File: src/hw/udp_link_pkg.sv
package udp_link_pkg;

    // Session controller states
    typedef enum logic [3:0] {
        UNINITED     = 4'd0,
        ARP_REQ      = 4'd1,
        ARP_WAIT_MAC = 4'd2,
        ARP_WAIT     = 4'd3,
        IDLE         = 4'd4,
        GEN_REQ      = 4'd5,
        WRITE_IDX1   = 4'd6,
        WRITE_IDX2   = 4'd7,
        WRITE_DATA   = 4'd8
    } session_state_t;

    // Transmit opcode from the session to the frame builder
    typedef enum logic {
        FRAME_ARP_REQ = 1'b0,
        FRAME_UDP     = 1'b1
    } frame_kind_t;

    // Ethertypes
    localparam logic [15:0] ETH_TYPE_IP  = 16'h0800;
    localparam logic [15:0] ETH_TYPE_ARP = 16'h0806;

    // ARP opcodes
    localparam logic [15:0] ARP_OP_REQUEST = 16'h0001;
    localparam logic [15:0] ARP_OP_REPLY   = 16'h0002;

    localparam logic [7:0] IP_PROTO_UDP = 8'd17;

    // 14 Ethernet + 28 ARP, or 14 Ethernet + 20 IP + 8 UDP
    localparam int HDR_LEN = 42;

endpackage : udp_link_pkg

File: src/hw/udp_session.sv
`timescale 1ns/100ps

module udp_session #(
    parameter int ARP_WAIT_CYCLES = 25_000_000
) (
    input  logic                      rgmii_clk,
    input  logic                      arp_rstn,
    input  logic                      trig,
    input  logic [15:0]               index,
    output logic                      tx_read_en,
    input  logic [7:0]                tx_data,
    input  logic [15:0]               tx_data_len,
    output logic                      connected,
    output logic                      frame_req,
    output udp_link_pkg::frame_kind_t frame_kind,
    output logic [15:0]               app_length,
    output logic                      app_valid,
    output logic [7:0]                app_data,
    input  logic                      udp_send_ack,
    input  logic                      mac_send_end,
    input  logic                      arp_found
);

    // Shared counter must hold the ARP wait as well as a 16-bit length
    localparam int WAIT_W = $clog2(ARP_WAIT_CYCLES + 1);
    localparam int CNT_W  = (WAIT_W > 17) ? WAIT_W : 17;

    udp_link_pkg::session_state_t state;

    logic [CNT_W-1:0] cnt;
    logic [CNT_W-1:0] len_ext;
    logic             wait_done;

    // Two index bytes go ahead of the payload
    assign app_length = tx_data_len + 16'd2;
    assign len_ext    = CNT_W'(tx_data_len);
    assign wait_done  = (cnt == CNT_W'(ARP_WAIT_CYCLES - 1));

    always_ff @(posedge rgmii_clk or negedge arp_rstn) begin
        if (!arp_rstn) begin
            state      <= udp_link_pkg::UNINITED;
            cnt        <= '0;
            frame_req  <= 1'b0;
            frame_kind <= udp_link_pkg::FRAME_ARP_REQ;
            connected  <= 1'b0;
            tx_read_en <= 1'b0;
            app_valid  <= 1'b0;
        end else begin
            frame_req <= 1'b0;
            case (state)
                udp_link_pkg::UNINITED: begin
                    if (wait_done) begin
                        cnt   <= '0;
                        state <= udp_link_pkg::ARP_REQ;
                    end else begin
                        cnt <= cnt + 1'b1;
                    end
                end
                udp_link_pkg::ARP_REQ: begin
                    frame_req  <= 1'b1;
                    frame_kind <= udp_link_pkg::FRAME_ARP_REQ;
                    state      <= udp_link_pkg::ARP_WAIT_MAC;
                end
                udp_link_pkg::ARP_WAIT_MAC: begin
                    if (mac_send_end) begin
                        cnt   <= '0;
                        state <= udp_link_pkg::ARP_WAIT;
                    end
                end
                udp_link_pkg::ARP_WAIT: begin
                    if (arp_found) begin
                        connected <= 1'b1;
                        state     <= udp_link_pkg::IDLE;
                    end else if (wait_done) begin
                        // No answer, settle again and retry
                        cnt   <= '0;
                        state <= udp_link_pkg::UNINITED;
                    end else begin
                        cnt <= cnt + 1'b1;
                    end
                end
                udp_link_pkg::IDLE: begin
                    app_valid  <= 1'b0;
                    tx_read_en <= 1'b0;
                    if (trig) begin
                        frame_req  <= 1'b1;
                        frame_kind <= udp_link_pkg::FRAME_UDP;
                        state      <= udp_link_pkg::GEN_REQ;
                    end
                end
                udp_link_pkg::GEN_REQ: begin
                    if (udp_send_ack) begin
                        state <= udp_link_pkg::WRITE_IDX1;
                    end
                end
                udp_link_pkg::WRITE_IDX1: begin
                    // FIFO read starts early to cover its one cycle latency
                    app_valid  <= 1'b1;
                    tx_read_en <= (tx_data_len != 16'd0);
                    cnt        <= '0;
                    state      <= udp_link_pkg::WRITE_IDX2;
                end
                udp_link_pkg::WRITE_IDX2: begin
                    tx_read_en <= (tx_data_len > 16'd1);
                    if (tx_data_len != 16'd0) begin
                        state <= udp_link_pkg::WRITE_DATA;
                    end else begin
                        state <= udp_link_pkg::IDLE;
                    end
                end
                udp_link_pkg::WRITE_DATA: begin
                    // cnt bytes written, cnt+2 reads issued so far
                    cnt        <= cnt + 1'b1;
                    tx_read_en <= (cnt + 2 < len_ext);
                    if (cnt == len_ext - 1'b1) begin
                        state <= udp_link_pkg::IDLE;
                    end
                end
                default: begin
                    state <= udp_link_pkg::UNINITED;
                end
            endcase
        end
    end

    always_ff @(posedge rgmii_clk) begin
        case (state)
            udp_link_pkg::WRITE_IDX1: app_data <= index[15:8];
            udp_link_pkg::WRITE_IDX2: app_data <= index[7:0];
            udp_link_pkg::WRITE_DATA: app_data <= tx_data;
            default:                  app_data <= app_data;
        endcase
    end

endmodule : udp_session

File: src/hw/eth_frame_tx.sv
`timescale 1ns/100ps

module eth_frame_tx #(
    parameter logic [47:0] LOCAL_MAC  = 48'h11_11_11_11_11_11,
    parameter logic [31:0] LOCAL_IP   = 32'hC0_A8_01_6E,
    parameter logic [15:0] LOCAL_PORT = 16'h8080,
    parameter logic [31:0] DEST_IP    = 32'hC0_A8_01_69,
    parameter logic [15:0] DEST_PORT  = 16'h8080
) (
    input  logic                      rgmii_clk,
    input  logic                      arp_rstn,
    input  logic                      frame_req,
    input  udp_link_pkg::frame_kind_t frame_kind,
    input  logic [15:0]               app_length,
    input  logic                      app_valid,
    input  logic [7:0]                app_data,
    input  logic [47:0]               peer_mac,
    output logic                      udp_send_ack,
    output logic                      mac_send_end,
    output logic                      mac_tx_valid,
    output logic [7:0]                mac_tx_data
);

    localparam int HL       = udp_link_pkg::HDR_LEN;
    localparam int HDR_BITS = HL * 8;

    logic                      busy;
    logic [16:0]               cnt;
    udp_link_pkg::frame_kind_t kind_q;
    logic [15:0]               len_q;
    logic [16:0]               last_idx;
    logic                      in_hdr;
    logic [HDR_BITS-1:0]       arp_hdr;
    logic [HDR_BITS-1:0]       udp_hdr;
    logic [HDR_BITS-1:0]       hdr_sel;
    logic [5:0]                hdr_pos;
    logic [7:0]                hdr_byte;

    // Broadcast request asking for DEST_IP
    assign arp_hdr = {
        48'hFFFF_FFFF_FFFF, LOCAL_MAC, udp_link_pkg::ETH_TYPE_ARP,
        16'h0001, udp_link_pkg::ETH_TYPE_IP, 8'd6, 8'd4,
        udp_link_pkg::ARP_OP_REQUEST,
        LOCAL_MAC, LOCAL_IP,
        48'h0, DEST_IP
    };

    // Checksums left at zero
    assign udp_hdr = {
        peer_mac, LOCAL_MAC, udp_link_pkg::ETH_TYPE_IP,
        8'h45, 8'h00, 16'd28 + len_q,
        16'h0000, 16'h4000,
        8'd64, udp_link_pkg::IP_PROTO_UDP, 16'h0000,
        LOCAL_IP, DEST_IP,
        LOCAL_PORT, DEST_PORT, 16'd8 + len_q, 16'h0000
    };

    assign hdr_sel = (kind_q == udp_link_pkg::FRAME_UDP) ? udp_hdr : arp_hdr;

    // Header byte n sits at bits (HL-1-n)*8
    assign hdr_pos  = 6'(HL - 1) - cnt[5:0];
    assign hdr_byte = hdr_sel[{hdr_pos, 3'b000} +: 8];

    assign in_hdr = (cnt < 17'(HL));

    always_comb begin
        if (kind_q == udp_link_pkg::FRAME_UDP) begin
            last_idx = 17'(HL - 1) + 17'(len_q);
        end else begin
            last_idx = 17'(HL - 1);
        end
    end

    always_ff @(posedge rgmii_clk or negedge arp_rstn) begin
        if (!arp_rstn) begin
            busy         <= 1'b0;
            cnt          <= '0;
            udp_send_ack <= 1'b0;
            mac_send_end <= 1'b0;
            mac_tx_valid <= 1'b0;
        end else begin
            udp_send_ack <= 1'b0;
            mac_send_end <= 1'b0;
            mac_tx_valid <= 1'b0;
            if (!busy) begin
                if (frame_req) begin
                    busy <= 1'b1;
                    cnt  <= '0;
                end
            end else if (in_hdr || app_valid) begin
                mac_tx_valid <= 1'b1;
                cnt          <= cnt + 1'b1;
                if (cnt == last_idx) begin
                    mac_send_end <= 1'b1;
                    busy         <= 1'b0;
                end
                // Ack lands with byte 39 so the session's first byte follows byte 41
                if (kind_q == udp_link_pkg::FRAME_UDP && cnt == 17'(HL - 3)) begin
                    udp_send_ack <= 1'b1;
                end
            end
        end
    end

    always_ff @(posedge rgmii_clk) begin
        if (!busy && frame_req) begin
            kind_q <= frame_kind;
            len_q  <= app_length;
        end
        if (busy) begin
            mac_tx_data <= in_hdr ? hdr_byte : app_data;
        end
    end

endmodule : eth_frame_tx

File: src/hw/eth_frame_rx.sv
`timescale 1ns/100ps

module eth_frame_rx #(
    parameter logic [47:0] LOCAL_MAC  = 48'h11_11_11_11_11_11,
    parameter logic [31:0] LOCAL_IP   = 32'hC0_A8_01_6E,
    parameter logic [15:0] LOCAL_PORT = 16'h8080,
    parameter logic [31:0] DEST_IP    = 32'hC0_A8_01_69
) (
    input  logic        rgmii_clk,
    input  logic        arp_rstn,
    input  logic        mac_rx_valid,
    input  logic [7:0]  mac_rx_data,
    output logic        arp_found,
    output logic [47:0] peer_mac,
    output logic        rx_valid,
    output logic [7:0]  rx_data,
    output logic [15:0] rx_data_len
);

    localparam int HL       = udp_link_pkg::HDR_LEN;
    localparam int HDR_BITS = HL * 8;

    // Saturates at HL+1 once the header is in
    logic [5:0]          cnt;
    logic [HDR_BITS-1:0] hdr_sr;
    logic                hdr_done;
    logic                frame_end;

    logic [47:0] f_dst_mac;
    logic [15:0] f_eth_type;
    logic [15:0] f_arp_op;
    logic [47:0] f_arp_sha;
    logic [31:0] f_arp_spa;
    logic [31:0] f_arp_tpa;
    logic [7:0]  f_ip_proto;
    logic [31:0] f_ip_dst;
    logic [15:0] f_udp_dport;
    logic [15:0] f_udp_len;

    logic        arp_match;
    logic        udp_match;
    logic [15:0] first_len;
    logic [15:0] pay_left;
    logic [15:0] pay_avail;
    logic        pay_take;

    // Last header byte received ends up in the low bits
    assign f_dst_mac   = hdr_sr[(HL - 6) * 8 +: 48];
    assign f_eth_type  = hdr_sr[(HL - 14) * 8 +: 16];
    assign f_arp_op    = hdr_sr[(HL - 22) * 8 +: 16];
    assign f_arp_sha   = hdr_sr[(HL - 28) * 8 +: 48];
    assign f_arp_spa   = hdr_sr[(HL - 32) * 8 +: 32];
    assign f_arp_tpa   = hdr_sr[(HL - 42) * 8 +: 32];
    assign f_ip_proto  = hdr_sr[(HL - 24) * 8 +: 8];
    assign f_ip_dst    = hdr_sr[(HL - 34) * 8 +: 32];
    assign f_udp_dport = hdr_sr[(HL - 38) * 8 +: 16];
    assign f_udp_len   = hdr_sr[(HL - 40) * 8 +: 16];

    assign hdr_done  = (cnt >= 6'(HL));
    assign frame_end = !mac_rx_valid && (cnt != 6'd0);

    // Reply from the peer to our request
    assign arp_match = (f_eth_type == udp_link_pkg::ETH_TYPE_ARP) &&
                       (f_arp_op == udp_link_pkg::ARP_OP_REPLY) &&
                       (f_arp_spa == DEST_IP) &&
                       (f_arp_tpa == LOCAL_IP);

    assign udp_match = (f_dst_mac == LOCAL_MAC) &&
                       (f_eth_type == udp_link_pkg::ETH_TYPE_IP) &&
                       (f_ip_proto == udp_link_pkg::IP_PROTO_UDP) &&
                       (f_ip_dst == LOCAL_IP) &&
                       (f_udp_dport == LOCAL_PORT) &&
                       (f_udp_len > 16'd8);

    assign first_len = udp_match ? f_udp_len - 16'd8 : 16'd0;
    assign pay_avail = (cnt == 6'(HL)) ? first_len : pay_left;
    assign pay_take  = mac_rx_valid && hdr_done && (pay_avail != 16'd0);

    always_ff @(posedge rgmii_clk or negedge arp_rstn) begin
        if (!arp_rstn) begin
            cnt       <= '0;
            pay_left  <= '0;
            arp_found <= 1'b0;
            rx_valid  <= 1'b0;
        end else begin
            arp_found <= 1'b0;
            if (mac_rx_valid) begin
                if (cnt <= 6'(HL)) begin
                    cnt <= cnt + 1'b1;
                end
            end else begin
                cnt <= '0;
            end
            if (frame_end && hdr_done && arp_match) begin
                arp_found <= 1'b1;
            end
            rx_valid <= pay_take;
            if (!mac_rx_valid) begin
                pay_left <= '0;
            end else if (pay_take) begin
                pay_left <= pay_avail - 1'b1;
            end
        end
    end

    always_ff @(posedge rgmii_clk) begin
        if (mac_rx_valid && !hdr_done) begin
            hdr_sr <= {hdr_sr[HDR_BITS-9:0], mac_rx_data};
        end
        if (frame_end && hdr_done && arp_match) begin
            peer_mac <= f_arp_sha;
        end
        if (pay_take) begin
            rx_data <= mac_rx_data;
        end
        // Length is set together with the first payload byte
        if (mac_rx_valid && cnt == 6'(HL) && udp_match) begin
            rx_data_len <= first_len;
        end
    end

endmodule : eth_frame_rx

File: src/hw/udp_link_top.sv
`timescale 1ns/100ps

module udp_link_top #(
    parameter logic [47:0] LOCAL_MAC       = 48'h11_11_11_11_11_11,
    parameter logic [31:0] LOCAL_IP        = 32'hC0_A8_01_6E,
    parameter logic [15:0] LOCAL_PORT      = 16'h8080,
    parameter logic [31:0] DEST_IP         = 32'hC0_A8_01_69,
    parameter logic [15:0] DEST_PORT       = 16'h8080,
    // 200 ms at 125 MHz
    parameter int          ARP_WAIT_CYCLES = 25_000_000
) (
    input  logic        rgmii_clk,
    input  logic        arp_rstn,
    input  logic        trig,
    input  logic [15:0] index,
    output logic        tx_read_en,
    input  logic [7:0]  tx_data,
    input  logic [15:0] tx_data_len,
    output logic        connected,
    output logic        rx_valid,
    output logic [7:0]  rx_data,
    output logic [15:0] rx_data_len,
    output logic        mac_tx_valid,
    output logic [7:0]  mac_tx_data,
    input  logic        mac_rx_valid,
    input  logic [7:0]  mac_rx_data
);

    logic                      frame_req;
    udp_link_pkg::frame_kind_t frame_kind;
    logic [15:0]               app_length;
    logic                      app_valid;
    logic [7:0]                app_data;
    logic                      udp_send_ack;
    logic                      mac_send_end;
    logic                      arp_found;
    logic [47:0]               peer_mac;

    udp_session #(
        .ARP_WAIT_CYCLES(ARP_WAIT_CYCLES)
    ) u_session (
        .rgmii_clk   (rgmii_clk),
        .arp_rstn    (arp_rstn),
        .trig        (trig),
        .index       (index),
        .tx_read_en  (tx_read_en),
        .tx_data     (tx_data),
        .tx_data_len (tx_data_len),
        .connected   (connected),
        .frame_req   (frame_req),
        .frame_kind  (frame_kind),
        .app_length  (app_length),
        .app_valid   (app_valid),
        .app_data    (app_data),
        .udp_send_ack(udp_send_ack),
        .mac_send_end(mac_send_end),
        .arp_found   (arp_found)
    );

    eth_frame_tx #(
        .LOCAL_MAC (LOCAL_MAC),
        .LOCAL_IP  (LOCAL_IP),
        .LOCAL_PORT(LOCAL_PORT),
        .DEST_IP   (DEST_IP),
        .DEST_PORT (DEST_PORT)
    ) u_frame_tx (
        .rgmii_clk   (rgmii_clk),
        .arp_rstn    (arp_rstn),
        .frame_req   (frame_req),
        .frame_kind  (frame_kind),
        .app_length  (app_length),
        .app_valid   (app_valid),
        .app_data    (app_data),
        .peer_mac    (peer_mac),
        .udp_send_ack(udp_send_ack),
        .mac_send_end(mac_send_end),
        .mac_tx_valid(mac_tx_valid),
        .mac_tx_data (mac_tx_data)
    );

    eth_frame_rx #(
        .LOCAL_MAC (LOCAL_MAC),
        .LOCAL_IP  (LOCAL_IP),
        .LOCAL_PORT(LOCAL_PORT),
        .DEST_IP   (DEST_IP)
    ) u_frame_rx (
        .rgmii_clk   (rgmii_clk),
        .arp_rstn    (arp_rstn),
        .mac_rx_valid(mac_rx_valid),
        .mac_rx_data (mac_rx_data),
        .arp_found   (arp_found),
        .peer_mac    (peer_mac),
        .rx_valid    (rx_valid),
        .rx_data     (rx_data),
        .rx_data_len (rx_data_len)
    );

endmodule : udp_link_top

File: config.mk
export PLATFORM = sky130hd
export DESIGN_NAME = udp_link_top
export DESIGN_NICKNAME = d
export VERILOG_FILES = /design/src/hw/udp_link_pkg.sv /design/src/hw/udp_session.sv /design/src/hw/eth_frame_tx.sv /design/src/hw/eth_frame_rx.sv /design/src/hw/udp_link_top.sv
export SDC_FILE = /design/constraint.sdc
export NUM_CORES = 1
export LEC_CHECK = 0
export BUFFER_PORTS_ARGS = -buffer_cell sky130_fd_sc_hd__buf_4
export CORE_ASPECT_RATIO = 1.1
export CORE_MARGIN = 2
export CORE_UTILIZATION = 56
export DETAILED_ROUTE_END_ITERATION = 8
export GPL_ROUTABILITY_DRIVEN = 0
export PLACE_DENSITY = 0.76
export SLEW_MARGIN = 20
export SYNTH_ARGS = -nofsm -noshare
export SYNTH_HDL_FRONTEND = slang
export SYNTH_SLANG_ARGS = --single-unit
File: constraint.sdc
create_clock -name rgmii_clk -period 17.1 [get_ports rgmii_clk]
set_clock_uncertainty 0.15 [all_clocks]
set_input_delay 2.565 -clock rgmii_clk [delete_from_list [all_inputs] [get_ports rgmii_clk]]
set_output_delay 2.565 -clock rgmii_clk [all_outputs]
set_load 0.05 [all_outputs]
# Word-level counts from Yosys, hierarchy flattened
# Index checks and enable logic that the tools add are counted.
[word_totals]
regBits = 520
inputBits = 52
[classes]
magnitude_cmp = 6
addsub = 12
mux = 45
n_shift = 1
reduce_logical = 37
n_eq_ne = 32
[op_table]
columns = ["operator", "count"]
rows = [
  ["336-bit 2-to-1 mux", 1],
  ["336-bit by 10-bit indexed part select with 8-bit output", 1],
  ["25-bit case mux with 5 select lines", 1],
  ["32-bit equality test (second input constant)", 3],
  ["25-bit 2-to-1 mux", 3],
  ["17-bit 2-to-1 mux", 4],
  ["16-bit 2-to-1 mux", 4],
  ["48-bit by 45-bit equality test with 1-bit output (second input constant)", 1],
  ["4-bit case mux with 9 select lines", 1],
  ["16-bit by 12-bit equality test with 1-bit output (second input constant)", 2],
  ["32-bit by 16-bit less-than comparator with 1-bit output", 1],
  ["4-bit 2-to-1 mux", 8],
  ["16-bit nonzero test", 2],
  ["25-bit by 2-bit adder with 26-bit output (second input constant)", 1],
  ["25-bit by 1-bit adder with 25-bit output (second input constant)", 1],
  ["25-bit equality test", 1],
  ["25-bit equality test (second input constant)", 1],
  ["8-bit case mux with 3 select lines", 1],
  ["1-bit logical AND", 18],
  ["17-bit by 1-bit adder with 17-bit output (second input constant)", 1],
  ["6-bit by 16-bit adder with 17-bit output (first input constant)", 1],
  ["17-bit equality test", 1],
  ["17-bit by 6-bit equality test with 1-bit output (second input constant)", 1],
  ["17-bit by 6-bit less-than comparator with 1-bit output (second input constant)", 1],
  ["39 further kinds", 73],
]

# Depth between registers and ports, before layout
[depth]
word_depth = 12
depth_mapped = 18

# Hierarchy
# From an unflattened synthesis, not the netlist that was laid out.
[unflattened]
cells_unflattened = 1821
hier_area_um2 = 23522.6
[modules_own_cells]
columns = ["module", "cells_per_inst", "area_each_um2", "n_inst"]
rows = [
  ["eth_frame_rx", 817, 15167.0, 1],
  ["eth_frame_tx", 510, 4299.1, 1],
  ["udp_session", 494, 4056.4, 1],
]

# Least setup slack after synthesis
# No wires, ideal clock.
[synth_timing]
kind = "input -> register"
from = "input port mac_rx_valid"
to = "register u_frame_rx.hdr_sr[0] (enable)"
cell_stages = 5
arrival_ns = 17.259
setup_ns = 1.039
path_slack_ns = -1.348
path_cell_list = "clkbuf_1 inv_1 clkbuf_1 clkbuf_1 nor2_1"
[synth_via]
elab_chain_len = 1
[synth_rtl]
columns = ["element", "line", "rtl"]
rows = [
  ["start, declared", "udp_link_top.sv:25", "input logic mac_rx_valid,"],
  ["1-bit logical AND", "eth_frame_rx.sv:107", "if (mac_rx_valid && !hdr_done) begin"],
  ["end signal, assigned", "eth_frame_rx.sv:108", "hdr_sr <= {hdr_sr[HDR_BITS-9:0], mac_rx_data};"],
  ["end, declared", "eth_frame_rx.sv:25", "logic [HDR_BITS-1:0] hdr_sr;"],
]
# No other way between the ends.
# A chain may end at the register's enable or synchronous reset.

# Worst setup path after layout
[layout_timing]
from = "input port mac_rx_valid"
to = "register u_frame_rx.hdr_sr[200] (enable)"
# The elaborated chain is that of the path after synthesis.

==> results.ini <==
[floorplan]
dieArea_sq_um = 42700
core_sq_um = 40400
die_w_um = 197
top_level_ports = 88
start_util_pct = 57.0
dieHeight_um = 217
std_cell_rows = 77

[worst_hold_path]
min_path_cells = 0
holdCritStartpoint = u_frame_rx.hdr_sr[248]$_DFFE_PP_
hold_end = u_frame_rx.hdr_sr[256]$_DFFE_PP_
hp-class = flip-flop to flip-flop

[sta]
post-route-period-util_pct = 34.2
setup_viol = 0
fin_crit_ns = 5.84
fmax_mhz = 171
drv_slew = 0
fin_hold_ws_ns = 0.264
tns_ns = 0
rsz0062_at_grt = no
slew_headroom_pct = 28.8
worst-slew-pin-transition_ns = 1.07
finalHoldViolations = 0

[critical_path]
path_max_fanout = 86
r2r-end = u_frame_rx.pay_left[14]$_DFFE_PN0P_
critPathLaunchType = input pin
crit_type = input pin to flip-flop
r2r_setup_slack_ns = 12.02
reg2reg_depth = 15
required_ns = 17.24
critical_path.endpoint_type = flip-flop
cp.arrival_ns = 5.98
reg2reg_from = u_frame_rx.hdr_sr[24]$_DFFE_PP_

[global_route]
grt_pass1_vias = 14390
grt_pass1_wl_um = 78900
grt_busiest_layer = met2
track_usage_pct = 23.7
met2_usage_pct = 37.1
antenna_found_initial = 2
grtUsageMet3_pct = 4.06
overflow = 0
globalRouteMet1Util_pct = 33.5
grt_max_degree = 94

[routing]
dr.pass1.iters = 6
routed_wl_um = 50500
wl_per_cell_um = 21.1
drc = 0
drtIter0Drc = 1709
ant_nets = 0
viasPerCell = 6.26
vias = 15021

[clocking]
hold_buffers = 0
cts-root-buf = clkbuf_16
cts_buffer_depth = 3
cts-htree-levels = 2
cts_tree = done
numCtsBuffers = 49
clk_latency_ns = 0.61
cts_setup_buffers = 0
cts-resized-gates = 0
clk_pin_slew_ns = 0.06
numClockSinks = 520

[synth]
syn_inst = 1787
synth_area_leader_cell = edfxtp_1
ys_warn_count = 0
synth_top_family_by_area = simple AND/OR/NAND/NOR gates
yosysMostFrequentCell = edfxtp_1
yosysSeqAreaShare_pct = 66.2
async_reset_ff_share_pct = 15.2
synth_xor_area_share_pct = 5.52
syn_nets = 1885
synthMuxAreaShare_pct = 1.45
synthAdderAreaFrac_pct = 2.50
ys_ff_latch = 520
synth-edff-count = 441
synth_area_sq_um = 23000
synth_top_area_share_pct = 57.6
ys_types = 78
syn_area_per_cell_sq_um = 12.9
synth_area_leaders = edfxtp_1 58%, dfrtp_1 8.6%, xnor2_1 3.1%
synth-simple-area-share_pct = 13.3
ys.flop_type = edfxtp_1
synth_compound_area_share_pct = 8.60
synth_commonest_cells = 441 x edfxtp_1, 158 x nor2_1, 132 x nand2_1, 84 x o21ai_0, 82 x xnor2_1

[cells_and_area]
stdcell_area_sq_um = 25700
fin_util_pct = 63.7
antenna_cells = 0
drive_above_1_share_pct = 11.1
nets = 1946
num-fill-cells = 2885
area_delta_synth_final_pct = 11.9

[power]
p_leak_nw = 9.28
cellPowerDensity_nw_per_um2 = 127
finalPower_w = 0.00326
vdd_drop_max_mv = 0.0858

[placed_design]
place.port_buffers = 87
dp.final_hpwl_um = 34000
place_area_sq_um = 24100

[job]
max_cap_violations = 0

[status]
status = complete, no violations

## per-layer routing
layer,vias up,wire length (um)
met5,-,9
met4,2,1620
met3,116,3860
met2,703,23500
met1,7370,21500
li1,6830,-
## cell families after synthesis
group	after synthesis
compound gates	303
mux	28
xor+xnor	145
fa+ha+maj	46
simple gates	602
buf+inv	143
flops	520
## power breakdown
part           internal, W  switching, W
clock network     0.000610      0.000478
logic             0.000220      0.000417
registers          0.00147     0.0000703
## layout make-up
class / instances / area (sq um) / share of cell area [%]
sequential: 520 / 15200 / 59.2
tap: 513 / 642 / 2.49
timing repair buffer: 106 / 812 / 3.16
clock inverter: 31 / 342 / 1.33
inverter: 47 / 176 / 0.686
clock buffer: 58 / 1290 / 5.01
multi-input combinational: 1124 / 7250 / 28.2
## cell usage in the layout, fill, tap and decap left out, types with 7 or more instances in the layout
| master | instances |
|---|---|
| clkinv_2 | 9 |
| a21o_1 | 8 |
| buf_4 | 104 |
| and2_1 | 9 |
| a22oi_1 | 11 |
| mux2i_1 | 21 |
| o21ai_0 | 84 |
| nor4b_1 | 22 |
| o211ai_1 | 9 |
| dfrtp_1 | 78 |
| a31oi_1 | 21 |
| ha_1 | 46 |
| xor2_1 | 63 |
| nand2b_1 | 13 |
| o31ai_1 | 14 |
| nor3_1 | 57 |
| nor4bb_1 | 8 |
| o21a_1 | 11 |
| nand3_1 | 60 |
| a221oi_1 | 9 |
| clkbuf_16 | 49 |
| inv_1 | 46 |
| edfxtp_1 | 441 |
| a211oi_1 | 7 |
| and3_1 | 16 |
| nor2_1 | 157 |
| nand2_1 | 132 |
| clkinv_1 | 7 |
| nor4_1 | 33 |
| nor2b_1 | 11 |
| nand4_1 | 40 |
| a21oi_1 | 65 |
| xnor2_1 | 82 |
## registers in the layout, summed over array words and instances (netlist names), 4 cells and up
signal and cells:
u_frame_rx.hdr_sr 336, u_frame_rx.peer_mac 48, u_session.cnt 25, u_frame_tx.cnt 17
u_frame_rx.pay_left 16, u_frame_rx.rx_data_len 16, u_frame_tx.len_q 16, u_frame_rx.rx_data 8
u_frame_tx.mac_tx_data 8, u_session.app_data 8, u_frame_rx.cnt 6, u_session.state 4
## stage by stage
step                      worst slack [ns]  instances
final                                11.26       2399
after global routing                 10.96       2399
after CTS                            11.17       2398
after detailed placement             10.48       2309
after global placement               10.59       2309
after floorplan                       4.39       1787
## how the worst max path moves through the flow
stage | slack (ns) | to | from
after floorplan | 4.39 | u_frame_rx.hdr_sr[0]$_DFFE_PP_ | mac_rx_valid
final | 11.26 | u_frame_rx.hdr_sr[200]$_DFFE_PP_ | mac_rx_valid
after detailed placement | 10.48 | u_frame_rx.hdr_sr[301]$_DFFE_PP_ | mac_rx_valid
after global routing | 10.96 | u_frame_rx.hdr_sr[208]$_DFFE_PP_ | mac_rx_valid
after global placement | 10.59 | u_frame_rx.hdr_sr[301]$_DFFE_PP_ | mac_rx_valid
after CTS | 11.17 | u_frame_rx.hdr_sr[200]$_DFFE_PP_ | mac_rx_valid
## critical path, cell delays in order
cell	delay, ns
buf_4	0.17
inv_1	0.36
nor2_4	0.20
buf_4	0.80
buf_4	0.86
buf_4	0.64
buf_12	0.32
(Power assumes the default switching activity.)
